### src/include/chip_defines.svh
// chip pad frame build constants
// pad counts, word widths and power-on timing
`ifndef CHIP_DEFINES_SVH
`define CHIP_DEFINES_SVH

//////////////////////////////////////////////////
// pad geometry
//////////////////////////////////////////////////

// width of each GPIO pad word
`define CHIP_GPIO_W 32

// multiplexed pads seen by the core
`define CHIP_MIO_PADS 22

//////////////////////////////////////////////////
// power-on sequencing
//////////////////////////////////////////////////

// supply model sequence counter, saturates at all ones
`define CHIP_SEQ_W 4

// consecutive supply-high samples before reset release
`define CHIP_POK_STABLE 6

//////////////////////////////////////////////////
// input path
//////////////////////////////////////////////////

// flops in the pad input synchroniser
`define CHIP_SYNC_STAGES 2

`endif

### src/design/chip_pkg.sv
// chip pad frame shared types
// MIO pad index map, GPIO word views and core-side bundles
`default_nettype none

`include "chip_defines.svh"

package chip_pkg;

  //////////////////////////////////////////////////
  // MIO pad index map
  //////////////////////////////////////////////////

  // positions in the core MIO vectors, counting up from 0
  typedef enum logic [$clog2(`CHIP_MIO_PADS)-1:0] {
    // generic GPIOs, 0 to 13
    MIO_GPIO_0, MIO_GPIO_1, MIO_GPIO_2, MIO_GPIO_3,
    MIO_GPIO_4, MIO_GPIO_5, MIO_GPIO_6, MIO_GPIO_7,
    MIO_GPIO_8, MIO_GPIO_9, MIO_GPIO_10, MIO_GPIO_11,
    MIO_GPIO_12, MIO_GPIO_13,
    // software straps, 14 to 16
    MIO_SW_STRAP_0, MIO_SW_STRAP_1, MIO_SW_STRAP_2,
    // tap straps
    MIO_TAP_STRAP_0,
    MIO_TAP_STRAP_1,
    // uart and usb
    MIO_UART_RX,
    MIO_UART_TX,
    MIO_USB_SENSE
  } mio_pad_e;

  // pad pull attributes
  typedef struct packed {
    logic pull_en;
    logic pull_select;
  } pad_attr_t;

  //////////////////////////////////////////////////
  // GPIO pad word
  //////////////////////////////////////////////////

  // named pin groups, msb first
  typedef struct packed {
    logic       rsvd3;
    logic       tap_strap0;
    logic [1:0] rsvd2;
    logic       tap_strap1;
    logic [1:0] rsvd1;
    logic [2:0] sw_strap;
    logic [7:0] rsvd0;
    logic [6:0] gen_hi;
    logic [6:0] gen_lo;
  } gpio_fields_t;

  // one GPIO word, read flat or by pin group
  typedef union packed {
    logic [`CHIP_GPIO_W-1:0] raw;
    gpio_fields_t            fields;
  } gpio_word_u;

  // core outputs towards the pads
  typedef struct packed {
    logic [`CHIP_MIO_PADS-1:0]      out;
    logic [`CHIP_MIO_PADS-1:0]      oe;
    pad_attr_t [`CHIP_MIO_PADS-1:0] attr;
  } mio_core_t;

  // pad-side GPIO drive words
  typedef struct packed {
    gpio_word_u d2p;
    gpio_word_u en;
    gpio_word_u pull_en;
    gpio_word_u pull_select;
  } gpio_pad_out_t;

endpackage

`default_nettype wire

### src/design/por_supply_seq.sv
// supply rail model for power-on
// rises, glitches low once, then stays high
`timescale 1ns/1ns
`default_nettype none

`include "chip_defines.svh"

module por_supply_seq (
  input  logic clk_aon,
  input  logic arst_n_i,
  output logic vcc_supp_o
);

  // glitch window edges in sequence counts
  localparam logic [`CHIP_SEQ_W-1:0] RISE_CNT   = `CHIP_SEQ_W'(4);
  localparam logic [`CHIP_SEQ_W-1:0] GLITCH_CNT = `CHIP_SEQ_W'(8);
  localparam logic [`CHIP_SEQ_W-1:0] RECOV_CNT  = `CHIP_SEQ_W'(12);
  localparam logic [`CHIP_SEQ_W-1:0] SEQ_MAX    = '1;

  logic [`CHIP_SEQ_W-1:0] seq_cnt;

  // count up until saturation
  always_ff @(posedge clk_aon or negedge arst_n_i) begin
    if (!arst_n_i) begin
      seq_cnt <= '0;
    end else if (seq_cnt != SEQ_MAX) begin
      seq_cnt <= seq_cnt + 1'b1;
    end
  end

  // low, high, glitch low, then high for good
  always_comb begin
    if (seq_cnt < RISE_CNT) begin
      vcc_supp_o = 1'b0;
    end else if (seq_cnt < GLITCH_CNT) begin
      vcc_supp_o = 1'b1;
    end else if (seq_cnt < RECOV_CNT) begin
      vcc_supp_o = 1'b0;
    end else begin
      vcc_supp_o = 1'b1;
    end
  end

  //////////////////////////////////////////////////
  // checks
  //////////////////////////////////////////////////

  // a saturated sequence holds the supply up
  sat_supply_high_a: assert property (
    @(posedge clk_aon) disable iff (!arst_n_i)
    (seq_cnt == SEQ_MAX) |=> (seq_cnt == SEQ_MAX) && vcc_supp_o
  ) else $error("supply model left its final high state");

endmodule

`default_nettype wire

### src/design/pok_filter.sv
// power-ok filter
// releases the power-on reset after a stable supply run
`timescale 1ns/1ns
`default_nettype none

`include "chip_defines.svh"

module pok_filter (
  input  logic clk_aon,
  input  logic arst_n_i,
  input  logic vcc_supp_i,
  output logic por_n_o
);

  localparam int unsigned CNT_W = $clog2(`CHIP_POK_STABLE + 1);
  localparam logic [CNT_W-1:0] STABLE = CNT_W'(`CHIP_POK_STABLE);

  logic [CNT_W-1:0] stable_cnt;
  logic [CNT_W-1:0] stable_cnt_nxt;

  // run length of high samples, held at the threshold
  always_comb begin
    if (!vcc_supp_i) begin
      stable_cnt_nxt = '0;
    end else if (stable_cnt == STABLE) begin
      stable_cnt_nxt = STABLE;
    end else begin
      stable_cnt_nxt = stable_cnt + 1'b1;
    end
  end

  always_ff @(posedge clk_aon or negedge arst_n_i) begin
    if (!arst_n_i) begin
      stable_cnt <= '0;
      por_n_o    <= 1'b0;
    end else begin
      stable_cnt <= stable_cnt_nxt;
      // sticky release, a later supply dip does not re-assert reset
      if (stable_cnt_nxt == STABLE) begin
        por_n_o <= 1'b1;
      end
    end
  end

  //////////////////////////////////////////////////
  // checks
  //////////////////////////////////////////////////

  // released reset stays released
  por_sticky_a: assert property (
    @(posedge clk_aon) disable iff (!arst_n_i)
    por_n_o |=> por_n_o
  ) else $error("power-on reset re-asserted without external reset");

endmodule

`default_nettype wire

### src/design/pad_in_sync.sv
// pad input path
// maps GPIO and uart rx pins onto MIO core inputs, then synchronises
`timescale 1ns/1ns
`default_nettype none

`include "chip_defines.svh"

module pad_in_sync
  import chip_pkg::*;
(
  input  logic                      clk_aon,
  input  logic                      arst_n_i,
  input  gpio_word_u                gpio_p2d_i,
  input  logic                      uart_rx_i,
  output logic [`CHIP_MIO_PADS-1:0] mio_in_o
);

  logic [`CHIP_MIO_PADS-1:0] mio_map;

  // one row per synchroniser stage, row 0 takes the pads
  logic [`CHIP_SYNC_STAGES-1:0][`CHIP_MIO_PADS-1:0] sync_q;

  //////////////////////////////////////////////////
  // pad to MIO map
  //////////////////////////////////////////////////

  always_comb begin
    mio_map = '0;

    // generic GPIOs
    mio_map[MIO_GPIO_6:MIO_GPIO_0]  = gpio_p2d_i.fields.gen_lo;
    mio_map[MIO_GPIO_13:MIO_GPIO_7] = gpio_p2d_i.fields.gen_hi;

    // software straps
    mio_map[MIO_SW_STRAP_2:MIO_SW_STRAP_0] = gpio_p2d_i.fields.sw_strap;

    // tap straps cross over, bit 30 feeds strap 0
    mio_map[MIO_TAP_STRAP_0] = gpio_p2d_i.fields.tap_strap0;
    mio_map[MIO_TAP_STRAP_1] = gpio_p2d_i.fields.tap_strap1;

    mio_map[MIO_UART_RX] = uart_rx_i;

    // no vbus sense pin on this frame
    mio_map[MIO_USB_SENSE] = 1'b0;
  end

  //////////////////////////////////////////////////
  // synchroniser
  //////////////////////////////////////////////////

  always_ff @(posedge clk_aon or negedge arst_n_i) begin
    if (!arst_n_i) begin
      sync_q <= '0;
    end else begin
      sync_q[0] <= mio_map;
      for (int i = 1; i < `CHIP_SYNC_STAGES; i++) begin
        sync_q[i] <= sync_q[i-1];
      end
    end
  end

  assign mio_in_o = sync_q[`CHIP_SYNC_STAGES-1];

endmodule

`default_nettype wire

### src/design/pad_out_map.sv
// pad output path
// maps MIO core outputs and pull attributes onto GPIO and uart tx pads
`timescale 1ns/1ns
`default_nettype none

`include "chip_defines.svh"

module pad_out_map
  import chip_pkg::*;
(
  input  logic          por_n_i,
  input  mio_core_t     mio_core_i,
  output gpio_pad_out_t gpio_o,
  output logic          uart_tx_o,
  output logic          uart_tx_en_o
);

  logic [`CHIP_MIO_PADS-1:0] pull_en_vec;
  logic [`CHIP_MIO_PADS-1:0] pull_sel_vec;
  gpio_pad_out_t             gpio_map;

  //////////////////////////////////////////////////
  // helpers
  //////////////////////////////////////////////////

  // place one bit per MIO pad into its GPIO word position
  function automatic gpio_word_u map_word(logic [`CHIP_MIO_PADS-1:0] pad_bits);
    gpio_word_u w;
    // reserved groups stay low
    w.raw               = '0;
    w.fields.gen_lo     = pad_bits[MIO_GPIO_6:MIO_GPIO_0];
    w.fields.gen_hi     = pad_bits[MIO_GPIO_13:MIO_GPIO_7];
    w.fields.sw_strap   = pad_bits[MIO_SW_STRAP_2:MIO_SW_STRAP_0];
    w.fields.tap_strap0 = pad_bits[MIO_TAP_STRAP_0];
    w.fields.tap_strap1 = pad_bits[MIO_TAP_STRAP_1];
    return w;
  endfunction

  // any reserved bit set in a word
  function automatic logic rsvd_any(gpio_word_u w);
    return |{w.fields.rsvd3, w.fields.rsvd2, w.fields.rsvd1, w.fields.rsvd0};
  endfunction

  //////////////////////////////////////////////////
  // mapping
  //////////////////////////////////////////////////

  // split the attribute array into flat pull vectors
  always_comb begin
    for (int i = 0; i < `CHIP_MIO_PADS; i++) begin
      pull_en_vec[i]  = mio_core_i.attr[i].pull_en;
      pull_sel_vec[i] = mio_core_i.attr[i].pull_select;
    end
  end

  always_comb begin
    gpio_map.d2p         = map_word(mio_core_i.out);
    gpio_map.en          = map_word(mio_core_i.oe);
    gpio_map.pull_en     = map_word(pull_en_vec);
    gpio_map.pull_select = map_word(pull_sel_vec);
  end

  // pads stay quiet until power-on reset is released
  assign gpio_o       = por_n_i ? gpio_map : '0;
  assign uart_tx_o    = por_n_i & mio_core_i.out[MIO_UART_TX];
  assign uart_tx_en_o = por_n_i & mio_core_i.oe[MIO_UART_TX];

  //////////////////////////////////////////////////
  // checks
  //////////////////////////////////////////////////

  // reserved pad bits are never driven, gated or not
  always_comb begin
    rsvd_zero_a: assert final (
      !rsvd_any(gpio_o.d2p) && !rsvd_any(gpio_o.en) &&
      !rsvd_any(gpio_o.pull_en) && !rsvd_any(gpio_o.pull_select)
    ) else $error("reserved GPIO pad bits driven");
  end

endmodule

`default_nettype wire

### src/design/chip_pad_frame.sv
// chip pad and power-on frame
// supply model, power-ok filter and the GPIO/uart pad maps
`timescale 1ns/1ns
`default_nettype none

`include "chip_defines.svh"

module chip_pad_frame
  import chip_pkg::*;
(
  input  logic                      clk_aon,
  input  logic                      arst_n_i,
  // pad side inputs
  input  gpio_word_u                gpio_p2d_i,
  input  logic                      uart_rx_i,
  // core side
  input  mio_core_t                 mio_core_i,
  output logic [`CHIP_MIO_PADS-1:0] mio_in_o,
  // pad side outputs
  output gpio_pad_out_t             gpio_o,
  output logic                      uart_tx_o,
  output logic                      uart_tx_en_o,
  output logic                      por_n_o
);

  logic vcc_supp;
  logic por_n;

  //////////////////////////////////////////////////
  // power-on
  //////////////////////////////////////////////////

  por_supply_seq i_por_supply_seq (
    .clk_aon    (clk_aon),
    .arst_n_i   (arst_n_i),
    .vcc_supp_o (vcc_supp)
  );

  pok_filter i_pok_filter (
    .clk_aon    (clk_aon),
    .arst_n_i   (arst_n_i),
    .vcc_supp_i (vcc_supp),
    .por_n_o    (por_n)
  );

  assign por_n_o = por_n;

  //////////////////////////////////////////////////
  // pads
  //////////////////////////////////////////////////

  pad_in_sync i_pad_in_sync (
    .clk_aon    (clk_aon),
    .arst_n_i   (arst_n_i),
    .gpio_p2d_i (gpio_p2d_i),
    .uart_rx_i  (uart_rx_i),
    .mio_in_o   (mio_in_o)
  );

  // outputs held low by the power-on reset
  pad_out_map i_pad_out_map (
    .por_n_i      (por_n),
    .mio_core_i   (mio_core_i),
    .gpio_o       (gpio_o),
    .uart_tx_o    (uart_tx_o),
    .uart_tx_en_o (uart_tx_en_o)
  );

endmodule

`default_nettype wire

### config.mk
export PLATFORM = sky130hd
export DESIGN_NAME = chip_pad_frame
export DESIGN_NICKNAME = d
export VERILOG_FILES = /design/src/design/chip_pkg.sv /design/src/design/por_supply_seq.sv /design/src/design/pok_filter.sv /design/src/design/pad_in_sync.sv /design/src/design/pad_out_map.sv /design/src/design/chip_pad_frame.sv
export VERILOG_INCLUDE_DIRS = /design/src /design/src/include
export SDC_FILE = /design/constraint.sdc
export NUM_CORES = 1
export LEC_CHECK = 0
export BUFFER_PORTS_ARGS = -buffer_cell sky130_fd_sc_hd__buf_2
export CORE_AREA = 2 2 108 110
export CTS_BUF_LIST = sky130_fd_sc_hd__clkbuf_8
export DETAILED_ROUTE_END_ITERATION = 16
export DIE_AREA = 0 0 110 112
export PLACE_DENSITY = 0.65
export SLEW_MARGIN = 10
export SYNTH_ARGS = -nofsm -noshare
export SYNTH_HDL_FRONTEND = slang
export SYNTH_SLANG_ARGS = --single-unit
### constraint.sdc
create_clock -name clk_aon -period 1.96 [get_ports clk_aon]
set_clock_uncertainty 0.2 [all_clocks]
set_input_delay 0.196 -clock clk_aon [delete_from_list [all_inputs] [get_ports clk_aon]]
set_output_delay 0.196 -clock clk_aon [all_outputs]
set_load 0.01 [all_outputs]
==> results of run 1 <==
==> timing repair <==
action / in CTS / in global routing
buffers inserted: 0 / 0
hold endpoints to repair: 41 / 0
resized for setup: 0 / 0
hold buffers: 21 / 0
==> metal layers <==
layer  wire, um  part of all wire [%]  GRT usage, %
met5          0                     0             0
met4         55                  0.86          2.28
met3        558                   8.7          1.93
met2       3240                    51          16.6
met1       2550                    40          12.4
==> how the worst max path moves through the flow <==
stage / start / to / slack (ns) / depth (start not counted)
final: i_pok_filter.por_n_o$_DFFE_PN0N_ / gpio_o[3] / 0.16 / 3
after global routing: i_pok_filter.por_n_o$_DFFE_PN0N_ / gpio_o[56] / 0.01 / 3
after CTS: i_pok_filter.por_n_o$_DFFE_PN0N_ / gpio_o[3] / 0.1 / 3
after detailed placement: i_pok_filter.por_n_o$_DFFE_PN0N_ / gpio_o[3] / 0.43 / 3
after global placement: i_pok_filter.por_n_o$_DFFE_PN0N_ / gpio_o[3] / 0.48 / 3
after floorplan: i_por_supply_seq.seq_cnt[0]$_DFFE_PN0P_ / i_por_supply_seq.seq_cnt[1]$_DFFE_PN0P_ / 0.62 / 3
==> power by group through the flow <==
stage / registers [uW] / clock network, uW / logic (uW)
finish: 1040 / 724 / 417
global route: 1050 / 792 / 465
CTS: 1040 / 745 / 419
detailed placement: 1060 / 0 / 387
global placement: 1060 / 0 / 384
floorplan: 1060 / 0 / 274
==> sequential cells by signal, indices dropped and copies added (netlist names) <==
register	cells
i_por_supply_seq.seq_cnt	4
i_pad_in_sync.sync_q	20
i_pad_in_sync.mio_in_o	20
i_pok_filter.stable_cnt	3
i_pok_filter.por_n_o	1
==> logic make-up after synthesis <==
family                     after synthesis  share of synthesized area, %
adders and majority gates                3                          1.53
DFF                                     48                          49.0
xor gates and xnor gates                 1                         0.357
AOI/OAI and AO/OA                        4                          1.33
other                                    1                         0.153
muxes                                    2                          1.02
buffers and inverters                   85                          24.7
and+or+nand+nor                         88                          21.9
==> synthesized netlist by cell type (all sizes together) <==
library cell / count
conb: 1
nand3: 2
and2: 78
buf: 75
clkbuf: 7
nor2: 5
nand2: 2
o21ai: 1
a31oi: 1
mux2i: 1
xor2: 1
ha: 3
mux2: 1
a21o: 1
a211oi: 1
and3: 1
inv: 3
dfrtp: 48
==> metrics by stage <==
step / cells / hold slack, ns
2_1_floorplan: 285 / -0.300
3_3_place_gp: 547 / -0.0359
3_5_place_dp: 547 / -0.0324
4_1_cts: 576 / 0.153
5_1_grt: 576 / 0.156
6_report: 576 / 0.153
==> final cells by class <==
class / count / area [um^2] / area share, %
timing repair buffer: 222 / 1240 / 34.4
sequential: 48 / 1200 / 33.5
multi-input combinational: 152 / 843 / 23.5
tap: 143 / 179 / 4.98
clock buffer: 6 / 82.6 / 2.30
clock inverter: 2 / 38.8 / 1.08
inverter: 3 / 11.3 / 0.313
==> cells in the final DEF, fill, tap and decap left out, drive strengths merged <==
| cell type | count |
|---|---|
| buf | 201 |
| and2 | 78 |
| conb | 54 |
| dfrtp | 48 |
| dlygate4sd3 | 21 |
| clkbuf | 6 |
| nor2 | 5 |
| inv | 3 |
| ha | 3 |
| nand2 | 2 |
| nand3 | 2 |
| and3 | 1 |
| o21ai | 1 |
| a31oi | 1 |
| a211oi | 1 |
| a21o | 1 |
| mux2i | 1 |
| mux2 | 1 |
| xor2 | 1 |
| bufinv | 1 |
| clkinv | 1 |
==> Implementation_results.wiki, run 1 <==
{| class="wikitable"
! Metric !! Value
|-
| Status || complete, no violations
|-
| R2r endpoint || i_por_supply_seq.seq_cnt[1]$_DFFE_PN0P_
|-
| Per-instance average area after synthesis || roughly 11 um^2
|-
| Instance count of the mapped netlist || 232
|-
| Setup repair after global routing missed its margin || false
|-
| Number of maximum-capacitance constraint violations || 0
|-
| Post-route total power || roughly 2200 uW
|-
| Average wire per standard cell || ~11 um
|-
| Sum of buffers and inverters on the critical path || 2
|-
| Pre-CTS setup slack || around 0.43 ns
|-
| Flop and latch count out of synthesis || 48
|-
| Hold endpoint || i_pad_in_sync.mio_in_o[15]$_DFF_PN0_
|-
| Data required, critical path || about 1.6 ns
|-
| Routed vias/inst || about 3.5
|-
| Antenna viol nets, final || 0
|-
| Setup WS post-layout || ~0.16 ns
|-
| Share of the synthesized area in the top cell type || roughly half
|-
| Number of placement rows || 39
|-
| Worst Setup End Kind || output port
|-
| Buffers from clock root to sink, at most || 2
|-
| Number of antenna violations at the first check in global routing || 0
|-
| TritonCTS clock tree || built
|-
| HPWL reported at the end of detailed placement || 5.35 mm
|-
| Cells taking the most area after synthesis || sky130_fd_sc_hd__dfrtp_1 (49%), sky130_fd_sc_hd__buf_4 (23%), sky130_fd_sc_hd__and2_1 (20%)
|-
| Kind of cell adding the most delay to the critical path || flip-flops
|-
| IO Port Bufs || 198
|-
| Cells along the critical path || buf_12 -> and2_1 -> buf_2
|-
| Critical R2R Launch || i_por_supply_seq.seq_cnt[0]$_DFFE_PN0P_
|-
| Number of buffers created by CTS || 5
|-
| CTS clk-pin slew, worst paths || ~0.08 ns
|-
| Max frequency || ~0.55 GHz
|-
| Number of levels in the clock H-tree || 2
|-
| Routability congestion estimate || between 0.6 and 0.7
|-
| Number of instances on the worst hold path || 0
|-
| Sink count of the clock tree || 48
|-
| Sequential fraction of the synthesis area || 49.0%
|-
| Total inserted antenna cells || 0
|-
| Number of different library cells in the post-synthesis netlist || 21
|-
| Slew Limit Fails || 0
|-
| Number of warnings issued by yosys || 0
|-
| Clock root buffer || sky130_fd_sc_hd__clkbuf_8
|-
| Share of total power in the clock network || about 33%
|-
| Highest ir drop seen on vdd || between 0.0005 and 0.0006 V
|-
| Count of final hold-check violations || 0
|-
| Number of placed I/O pins || between 200 and 300
|-
| Initial core utilization || around 22%
|-
| Final WL || 6.40 mm
|-
| Number of nets at the end of the flow || approximately 560
|-
| Summed instance area of the synthesized netlist || between 2000 and 2500 um^2
|-
| Drc violations || 0
|-
| Detailed Routing Iterations Pass 1 || 4
|-
| Total of endpoints with negative setup slack in the final report || 0
|-
| Wire length of the first global-routing pass || ~9.2 mm
|-
| Share of the clock period used by the worst path || 92.1%
|-
| Maximum number of pins on one net before global-route repair || 60
|-
| Part of the power in combinational logic || about a fifth
|-
| Total GRT Usage || about a tenth
|-
| Number of vias in the routed layout || just over 2,000
|-
| Initial detailed-routing violation count || 60
|-
| Die area || between 10,000 and 15,000 um^2
|-
| Type of the worst min-delay path || flip-flop to flip-flop
|-
| Clk_lat worst skew || just under 0.3 ns
|-
| Number of global-route vias before repair || 1,863
|-
| Floorplan die width || around 110 um
|-
| Count of fill cells added during filler insertion || approximately 1,100
|-
| Utilization after layout || 32.2%
|-
| Power density of the placed cells || 607 nW/um^2
|-
| Fin crit period || between 1.5 and 2 ns
|-
| Switching fraction of total power || about a quarter
|-
| Int Power || roughly 1700 uW
|-
| Leak pwr || approximately 0.0020 uW
|-
| Chip Height || 112 um
|-
| Sum of negative setup slack || 0 ns
|-
| Peak per-stage delay on the critical path || ~0.56 ns
|-
| Placed instance area || 3260 um^2
|-
| Post-Layout Inst Area || 3590 um^2
|-
| Biggest fanout along the worst timing path || just under 60
|-
| Worst endpoint data arrival time || 1.41 ns
|-
| Dominant cell type by area after synthesis || sky130_fd_sc_hd__dfrtp_1
|-
| Psw || roughly 530 uW
|-
| Setup slack of the worst register-to-register path || 0.57 ns
|-
| Area added between synthesis and finish || 46.6%
|-
| Setup CP Type || flip-flop to output port
|-
| Share of post-route cells with drive strength above 1 || about 50%
|-
| Placeable core region || ~11,000 um^2
|-
| Startpoint of the worst hold path || i_pad_in_sync.sync_q[15]$_DFF_PN0_
|-
| Library cell contributing the largest single delay on the critical path || sky130_fd_sc_hd__dfrtp_2
|-
| Critical path launch point type || flip-flop
|-
| Total congestion overflow after global routing || 0
|-
| Seq pwr share || 47.7%
|-
| Reg2Reg Depth || 3
|}
Note: power is estimated with default switching activity, not from simulation.
==> inputs of run 2 (changes only) <==
--- a/config.mk
+++ b/config.mk
@@ -11,6 +11,7 @@
 export CTS_BUF_LIST = sky130_fd_sc_hd__clkbuf_8
 export DETAILED_ROUTE_END_ITERATION = 16
 export DIE_AREA = 0 0 110 112
+export MAX_ROUTING_LAYER = met4
 export PLACE_DENSITY = 0.65
 export SLEW_MARGIN = 10
 export SYNTH_ARGS = -nofsm -noshare
==> run 2 against run 1 <==
  * Worst setup slack worse by 0.00070 ns
  * Sequential cell count did not move
  * Clock power about the same
  * Largest cell class unchanged
  * Largest power group unchanged
==> Implementation_results.wiki, run 2 (same netlist as run 1, synthesis figures left out) <==
{| class="wikitable"
! Metric !! Value
|-
| Type of the worst min-delay path || flip-flop to flip-flop
|-
| Most frequent standard cell in the layout excluding fill and tap cells || sky130_fd_sc_hd__buf_2
|-
| Highest ir drop seen on vdd || 0.000519 V (+0.42%)
|-
| Total inserted antenna cells || 0 (unchanged)
|-
| Biggest fanout along the worst timing path || 59 (unchanged)
|-
| Max frequency || 0.554 GHz (about the same)
|-
| Antenna viol nets, final || 0 (unchanged)
|-
| Register area || 1200 um^2 (unchanged)
|-
| Die area || 12,300 um^2 (unchanged)
|-
| Status || complete, no violations
|-
| Routability congestion estimate || 0.704 (+1.1%)
|-
| TritonCTS clock tree || built
|-
| Maximum number of pins on one net before global-route repair || 60 (unchanged)
|-
| Sum of buffers and inverters on the critical path || 2 (unchanged)
|-
| Post-CTS setup buffer count || 0 (unchanged)
|-
| Number of placed I/O pins || 276 (unchanged)
|-
| IO Port Bufs || 198 (unchanged)
|-
| Library cell contributing the largest single delay on the critical path || sky130_fd_sc_hd__dfrtp_2
|-
| Sum of negative setup slack || 0 ns (unchanged)
|-
| Total GRT Usage || 10.0% (+0.31 points)
|-
| Leak pwr || 0.00196 uW (unchanged)
|-
| Clk_lat worst skew || 0.30 ns (about the same)
|-
| Floorplan die width || 110 um (unchanged)
|-
| Setup repair after global routing missed its margin || false
|-
| Initial detailed-routing violation count || 62 (+3.3%)
|-
| Setup slack of the worst register-to-register path || 0.57 ns (about the same)
|-
| Count of final hold-check violations || 0 (unchanged)
|-
| Total of endpoints with negative setup slack in the final report || 0 (unchanged)
|-
| Cells along the critical path || buf_12 -> and2_1 -> buf_2
|-
| Launch point of the worst path || i_pok_filter.por_n_o$_DFFE_PN0N_
|-
| Number of maximum-capacitance constraint violations || 0 (unchanged)
|-
| Fin crit period || 1.81 ns (+0.000702 ns)
|-
| Sink count of the clock tree || 48 (unchanged)
|-
| Power density of the placed cells || 608 nW/um^2 (about the same)
|-
| CTS clk-pin slew, worst paths || 0.08 ns (about the same)
|-
| Average wire per standard cell || 11.2 um (+0.31%)
|-
| Setup CP Type || flip-flop to output port
|-
| Share of post-route cells with drive strength above 1 || 49.4% (unchanged)
|-
| Final hold slack || 0.153 ns (-0.0000520 ns)
|-
| Total congestion overflow after global routing || 0 (unchanged)
|-
| Kind of cell adding the most delay to the critical path || flip-flops
|-
| Number of buffers created by CTS || 5 (unchanged)
|-
| Buffers from clock root to sink, at most || 2 (unchanged)
|-
| Critical path launch point type || flip-flop
|-
| Data required, critical path || 1.56 ns (about the same)
|-
| Worst endpoint data arrival time || 1.41 ns (about the same)
|-
| Number of placement rows || 39 (unchanged)
|-
| Commonest cells after routing, fill and taps aside || sky130_fd_sc_hd__buf_2 (198), sky130_fd_sc_hd__and2_1 (78), sky130_fd_sc_hd__conb_1 (54)
|-
| Number of vias in the routed layout || 2,025 (+0.35%)
|-
| Critical R2R Launch || i_por_supply_seq.seq_cnt[0]$_DFFE_PN0P_
|-
| Worst Setup End Kind || output port
|-
| Startpoint of the worst hold path || i_pad_in_sync.sync_q[15]$_DFF_PN0_
|-
| Peak per-stage delay on the critical path || 0.56 ns (about the same)
|-
| Initial core utilization || 21.9% (unchanged)
|-
| Number of global-route vias before repair || 1,864 (+0.054%)
|-
| Number of antenna violations at the first check in global routing || 0 (unchanged)
|-
| Number of gates given a new drive strength after cts || 0 (unchanged)
|-
| Final WL || 6.42 mm (+0.31%)
|-
| Chip Height || 112 um (unchanged)
|-
| Clock root buffer || sky130_fd_sc_hd__clkbuf_8
|-
| Hold-fix buffer count after cts || 21 (unchanged)
|-
| Share of the clock period used by the worst path || 92.1% (about the same)
|-
| Number of levels in the clock H-tree || 2 (unchanged)
|-
| HPWL reported at the end of detailed placement || 5.35 mm (unchanged)
|-
| Wire length of the first global-routing pass || 9.19 mm (+0.37%)
|-
| Routed vias/inst || 3.52 (+0.35%)
|-
| Detailed Routing Iterations Pass 1 || 4 (unchanged)
|-
| Area added between synthesis and finish || 46.6% (unchanged)
|-
| Area used by multi-input combinational logic || 843 um^2 (unchanged)
|-
| Slew Limit Fails || 0 (unchanged)
|-
| Placeable core region || 11,200 um^2 (unchanged)
|-
| Count of fill cells added during filler insertion || 1,139 (unchanged)
|-
| Drc violations || 0 (unchanged)
|-
| Number of nets at the end of the flow || 558 (unchanged)
|}
[run 2: final timing paths]
check,to,depth (start not counted)
min reg2reg,i_pad_in_sync.mio_in_o[15]$_DFF_PN0_,0
min in group asynchronous,i_pad_in_sync.sync_q[14]$_DFF_PN0_,2
max,gpio_o[3],3
min,i_pad_in_sync.mio_in_o[15]$_DFF_PN0_,0
max reg2reg,i_por_supply_seq.seq_cnt[1]$_DFFE_PN0P_,3
max in group asynchronous,i_pad_in_sync.sync_q[11]$_DFF_PN0_,3
[run 2: worst register-to-register path, cell delays in order, from the launching register on]
cell	delay, ns
sky130_fd_sc_hd__dfrtp_1	0.41
sky130_fd_sc_hd__ha_1	0.26
sky130_fd_sc_hd__nand3_2	0.12
sky130_fd_sc_hd__mux2_4	0.30
[run 2: power breakdown]
group / leakage, uW / switching [uW] / total [uW] / internal (uW)
Clock: 0.0000614 / 308 / 725 / 417
Sequential: 0.000541 / 10.7 / 1040 / 1030
Combinational: 0.00136 / 210 / 417 / 208
[run 2: layout make-up]
cell class                      count  area share [%]
Clock buffer                        6            2.30
Timing Repair Buffer              222            34.4
Clock inverter                      2            1.08
Tap cell                          143            4.98
Inverter                            3           0.313
Sequential cell                    48            33.5
Multi-Input combinational cell    152            23.5
[run 2: metrics by stage]
| stage | total power, uW | cells | util (%) | instance area (um^2) | worst slack [ns] |
|---|---|---|---|---|---|
| after floorplan | 1330 | 285 | - | 2650 | 0.624 |
| after global placement | 1440 | 547 | 29.2 | 3260 | 0.481 |
| after detailed placement | 1450 | 547 | 29.2 | 3260 | 0.433 |
| after CTS | 2210 | 576 | 32.2 | 3590 | 0.0979 |
| after global routing | 2300 | 576 | 32.2 | 3590 | 0.0143 |
| final | 2180 | 576 | 32.2 | 3590 | 0.155 |
[run 2: layer usage]
layer	up-vias	global-route usage (%)	wire length [um]
li1	972	-	-
met3	5	1.81	556
met1	938	12.5	2560
met2	110	16.6	3250
met4	0	2.28	55
met5	-	-	0
==> inputs of run 3 (changes only) <==
==> constraint.sdc (replaced) <==
create_clock -name clk_aon -period 2.3 [get_ports clk_aon]
set_clock_uncertainty 0.2 [all_clocks]
set_input_delay 0.23 -clock clk_aon [delete_from_list [all_inputs] [get_ports clk_aon]]
set_output_delay 0.23 -clock clk_aon [all_outputs]
set_load 0.01 [all_outputs]
==> run 3 against run 2 <==
  * Non-clock buffer count down 1
  * Final area down 1.3%
  * First-iteration DRC count up 3.2%
  * Combinational power down 15%
  * Clock power down 37%
  * Hold slack worse by 0.0010 ns
  * Sequential cell count unchanged
  * Core utilization down 0.43 points
  * Critical path depth unchanged
  * Sequential power down 15%
  * Sequential share of layout area up 0.45 points
  * Critical endpoint is now gpio_o[0]
  * Largest power group unchanged
  * Highest routed layer unchanged
==> Implementation_results.wiki, run 3 (same netlist as run 1, synthesis figures left out) <==
{| class="wikitable"
! Metric !! Value
|-
| Count of final hold-check violations || 0 (unchanged)
|-
| Wire length of the first global-routing pass || 9.12 mm (-0.75%)
|-
| Clk_lat worst skew || 0.29 ns (about the same)
|-
| Setup repair after global routing missed its margin || false
|-
| Number of levels in the clock H-tree || 2 (unchanged)
|-
| Maximum number of pins on one net before global-route repair || 80 (+33%)
|-
| Post-CTS setup buffer count || 0 (unchanged)
|-
| Relative max-transition margin || 56.8%
|-
| Worst endpoint data arrival time || 1.25 ns (-0.16 ns)
|-
| CTS clk-pin slew, worst paths || 0.08 ns (about the same)
|-
| Reg2Reg Depth || 5 (+2)
|-
| Initial detailed-routing violation count || 64 (+3.2%)
|-
| Routability congestion estimate || 0.686 (-2.6%)
|-
| Highest ir drop seen on vdd || 0.000464 V (-10%)
|-
| Placeable core region || 11,200 um^2 (unchanged)
|-
| Total inserted antenna cells || 0 (unchanged)
|-
| Number of gates given a new drive strength after cts || 0 (unchanged)
|-
| Number of placed I/O pins || 276 (unchanged)
|-
| Transition at the pin with the smallest max-transition slack || ~0.65 ns
|-
| IO Port Bufs || 198 (unchanged)
|-
| Number of antenna violations at the first check in global routing || 1 (+1)
|-
| Sum of negative setup slack || 0 ns (unchanged)
|-
| Post-Layout Inst Area || 3550 um^2 (-1.3%)
|-
| Critical path launch point type || flip-flop
|-
| Share of the clock period used by the worst path || 73.1%
|-
| Worst Setup End Kind || output port
|-
| Buffers from clock root to sink, at most || 2 (unchanged)
|-
| Drc violations || 0 (unchanged)
|-
| Number of buffers created by CTS || 5 (unchanged)
|-
| Fin crit period || ~1.7 ns
|-
| Number of vias in the routed layout || 2,007 (-0.89%)
|-
| Number of maximum-capacitance constraint violations || 0 (unchanged)
|-
| Seq pwr share || 52.1% (+4.4 points)
|-
| Peak per-stage delay on the critical path || 0.39 ns (-0.17 ns)
|-
| Setup WS post-layout || 0.618 ns (+0.463 ns)
|-
| Number of global-route vias before repair || 1,901 (+2.0%)
|-
| Leak pwr || 0.00193 uW (-1.3%)
|-
| Most frequent standard cell in the layout excluding fill and tap cells || sky130_fd_sc_hd__buf_2
|-
| Die area || 12,300 um^2 (unchanged)
|-
| Part of the power in combinational logic || 20.9% (+1.8 points)
|-
| Final WL || 6.31 mm (-1.8%)
|-
| Clock root buffer || sky130_fd_sc_hd__clkbuf_8
|-
| Library cell contributing the largest single delay on the critical path || sky130_fd_sc_hd__dfrtp_2
|-
| Number of nets at the end of the flow || 557 (-0.18%)
|-
| Commonest cells after routing, fill and taps aside || sky130_fd_sc_hd__buf_2 (198), sky130_fd_sc_hd__and2_1 (78), sky130_fd_sc_hd__conb_1 (54)
|-
| Total GRT Usage || 9.77% (-0.23 points)
|-
| Switching fraction of total power || 26.0% (+1.8 points)
|-
| Type of the worst min-delay path || flip-flop to flip-flop
|-
| Share of post-route cells with drive strength above 1 || 49.2% (-0.23 points)
|-
| TritonCTS clock tree || built
|-
| HPWL reported at the end of detailed placement || 5.26 mm (-1.7%)
|-
| Routed vias/inst || 3.50 (-0.54%)
|-
| Average wire per standard cell || 11.0 um (-1.4%)
|-
| Total of endpoints with negative setup slack in the final report || 0 (unchanged)
|-
| Int Power || 1260 uW (-24%)
|-
| Number of instances on the worst hold path || 0 (unchanged)
|-
| Area added between synthesis and finish || 44.7%
|-
| Status || complete, no violations
|-
| Power density of the placed cells || 480 nW/um^2 (-21%)
|-
| Floorplan die width || 110 um (unchanged)
|-
| Biggest fanout along the worst timing path || 79 (+34%)
|-
| Slew Limit Fails || 0 (unchanged)
|-
| Setup CP Type || flip-flop to output port
|-
| Antenna viol nets, final || 0 (unchanged)
|-
| Data required, critical path || 1.87 ns (+0.31 ns)
|-
| Psw || 443 uW (-16%)
|-
| Chip Height || 112 um (unchanged)
|-
| Placed instance area || 3250 um^2 (-0.23%)
|-
| Hold-fix buffer count after cts || 21 (unchanged)
|-
| Total congestion overflow after global routing || 0 (unchanged)
|-
| Count of fill cells added during filler insertion || 1,128 (-0.97%)
|-
| Initial core utilization || 21.9% (unchanged)
|-
| Share of total power in the clock network || 27.0% (-6.2 points)
|-
| Pre-CTS setup slack || 0.887 ns (+0.454 ns)
|-
| Max frequency || ~0.6 GHz
|-
| Post-route total power || 1700 uW (-22%)
|-
| Cells along the critical path || buf_12 -> and2_1 -> buf_2
|-
| Sink count of the clock tree || 48 (unchanged)
|-
| Number of placement rows || 39 (unchanged)
|-
| Detailed Routing Iterations Pass 1 || 4 (unchanged)
|}
run 3: critical path, delay by kind of cell, from the launching register on:
kind	cells	cell delay (ns)
flops	1	0.39
simple gates	1	0.17
buf+inv	2	0.37
run 3: worst paths after layout:
check                                                      from                                   to  slack [ns]
setup / recovery               i_pok_filter.por_n_o$_DFFE_PN0N_                            gpio_o[0]        0.62
hold / removal                i_pad_in_sync.sync_q[9]$_DFF_PN0_  i_pad_in_sync.mio_in_o[9]$_DFF_PN0_        0.15
setup reg to reg           i_pok_filter.stable_cnt[0]$_DFF_PN0_     i_pok_filter.por_n_o$_DFFE_PN0N_        0.88
hold reg to reg               i_pad_in_sync.sync_q[9]$_DFF_PN0_  i_pad_in_sync.mio_in_o[9]$_DFF_PN0_        0.15
max in group asynchronous                              arst_n_i    i_pad_in_sync.sync_q[5]$_DFF_PN0_        0.91
min in group asynchronous                              arst_n_i   i_pad_in_sync.sync_q[16]$_DFF_PN0_        0.31
run 3: final cells by class:
type                            count  area, um^2  area share, %
Sequential cell                    48        1200           33.9
Clock inverter                      2        12.5          0.353
Multi-Input combinational cell    152         843           23.8
Clock buffer                        5        68.8           1.94
Timing Repair Buffer              221        1230           34.7
Inverter                            3        11.3          0.318
Tap cell                          143         179           5.05
run 3: power by group through the flow:
stage / logic (uW) / clock network [uW] / registers, uW
after floorplan: 233 / 0 / 902
after global placement: 328 / 0 / 903
after detailed placement: 330 / 0 / 904
after CTS: 358 / 476 / 888
after global routing: 396 / 517 / 891
final: 355 / 460 / 887
run 3: metrics by stage:
step	utilization, %	instances	hold WS (ns)
3_5_place_dp	29.1	546	0.0998
2_1_floorplan	-	285	-0.266
4_1_cts	31.7	574	0.153
5_1_grt	31.7	574	0.157
6_report	31.7	574	0.152
3_3_place_gp	29.1	546	0.0905
run 3: routing by layer:
metal,part of all wire (%),routed length (um),track usage [%],vias to the layer above
met2,51,3200,16.5,109
li1,-,-,-,969
met5,0,0,-,-
met4,0.79,50,2.03,0
met3,7.9,497,1.70,6
met1,41,2560,12.2,923
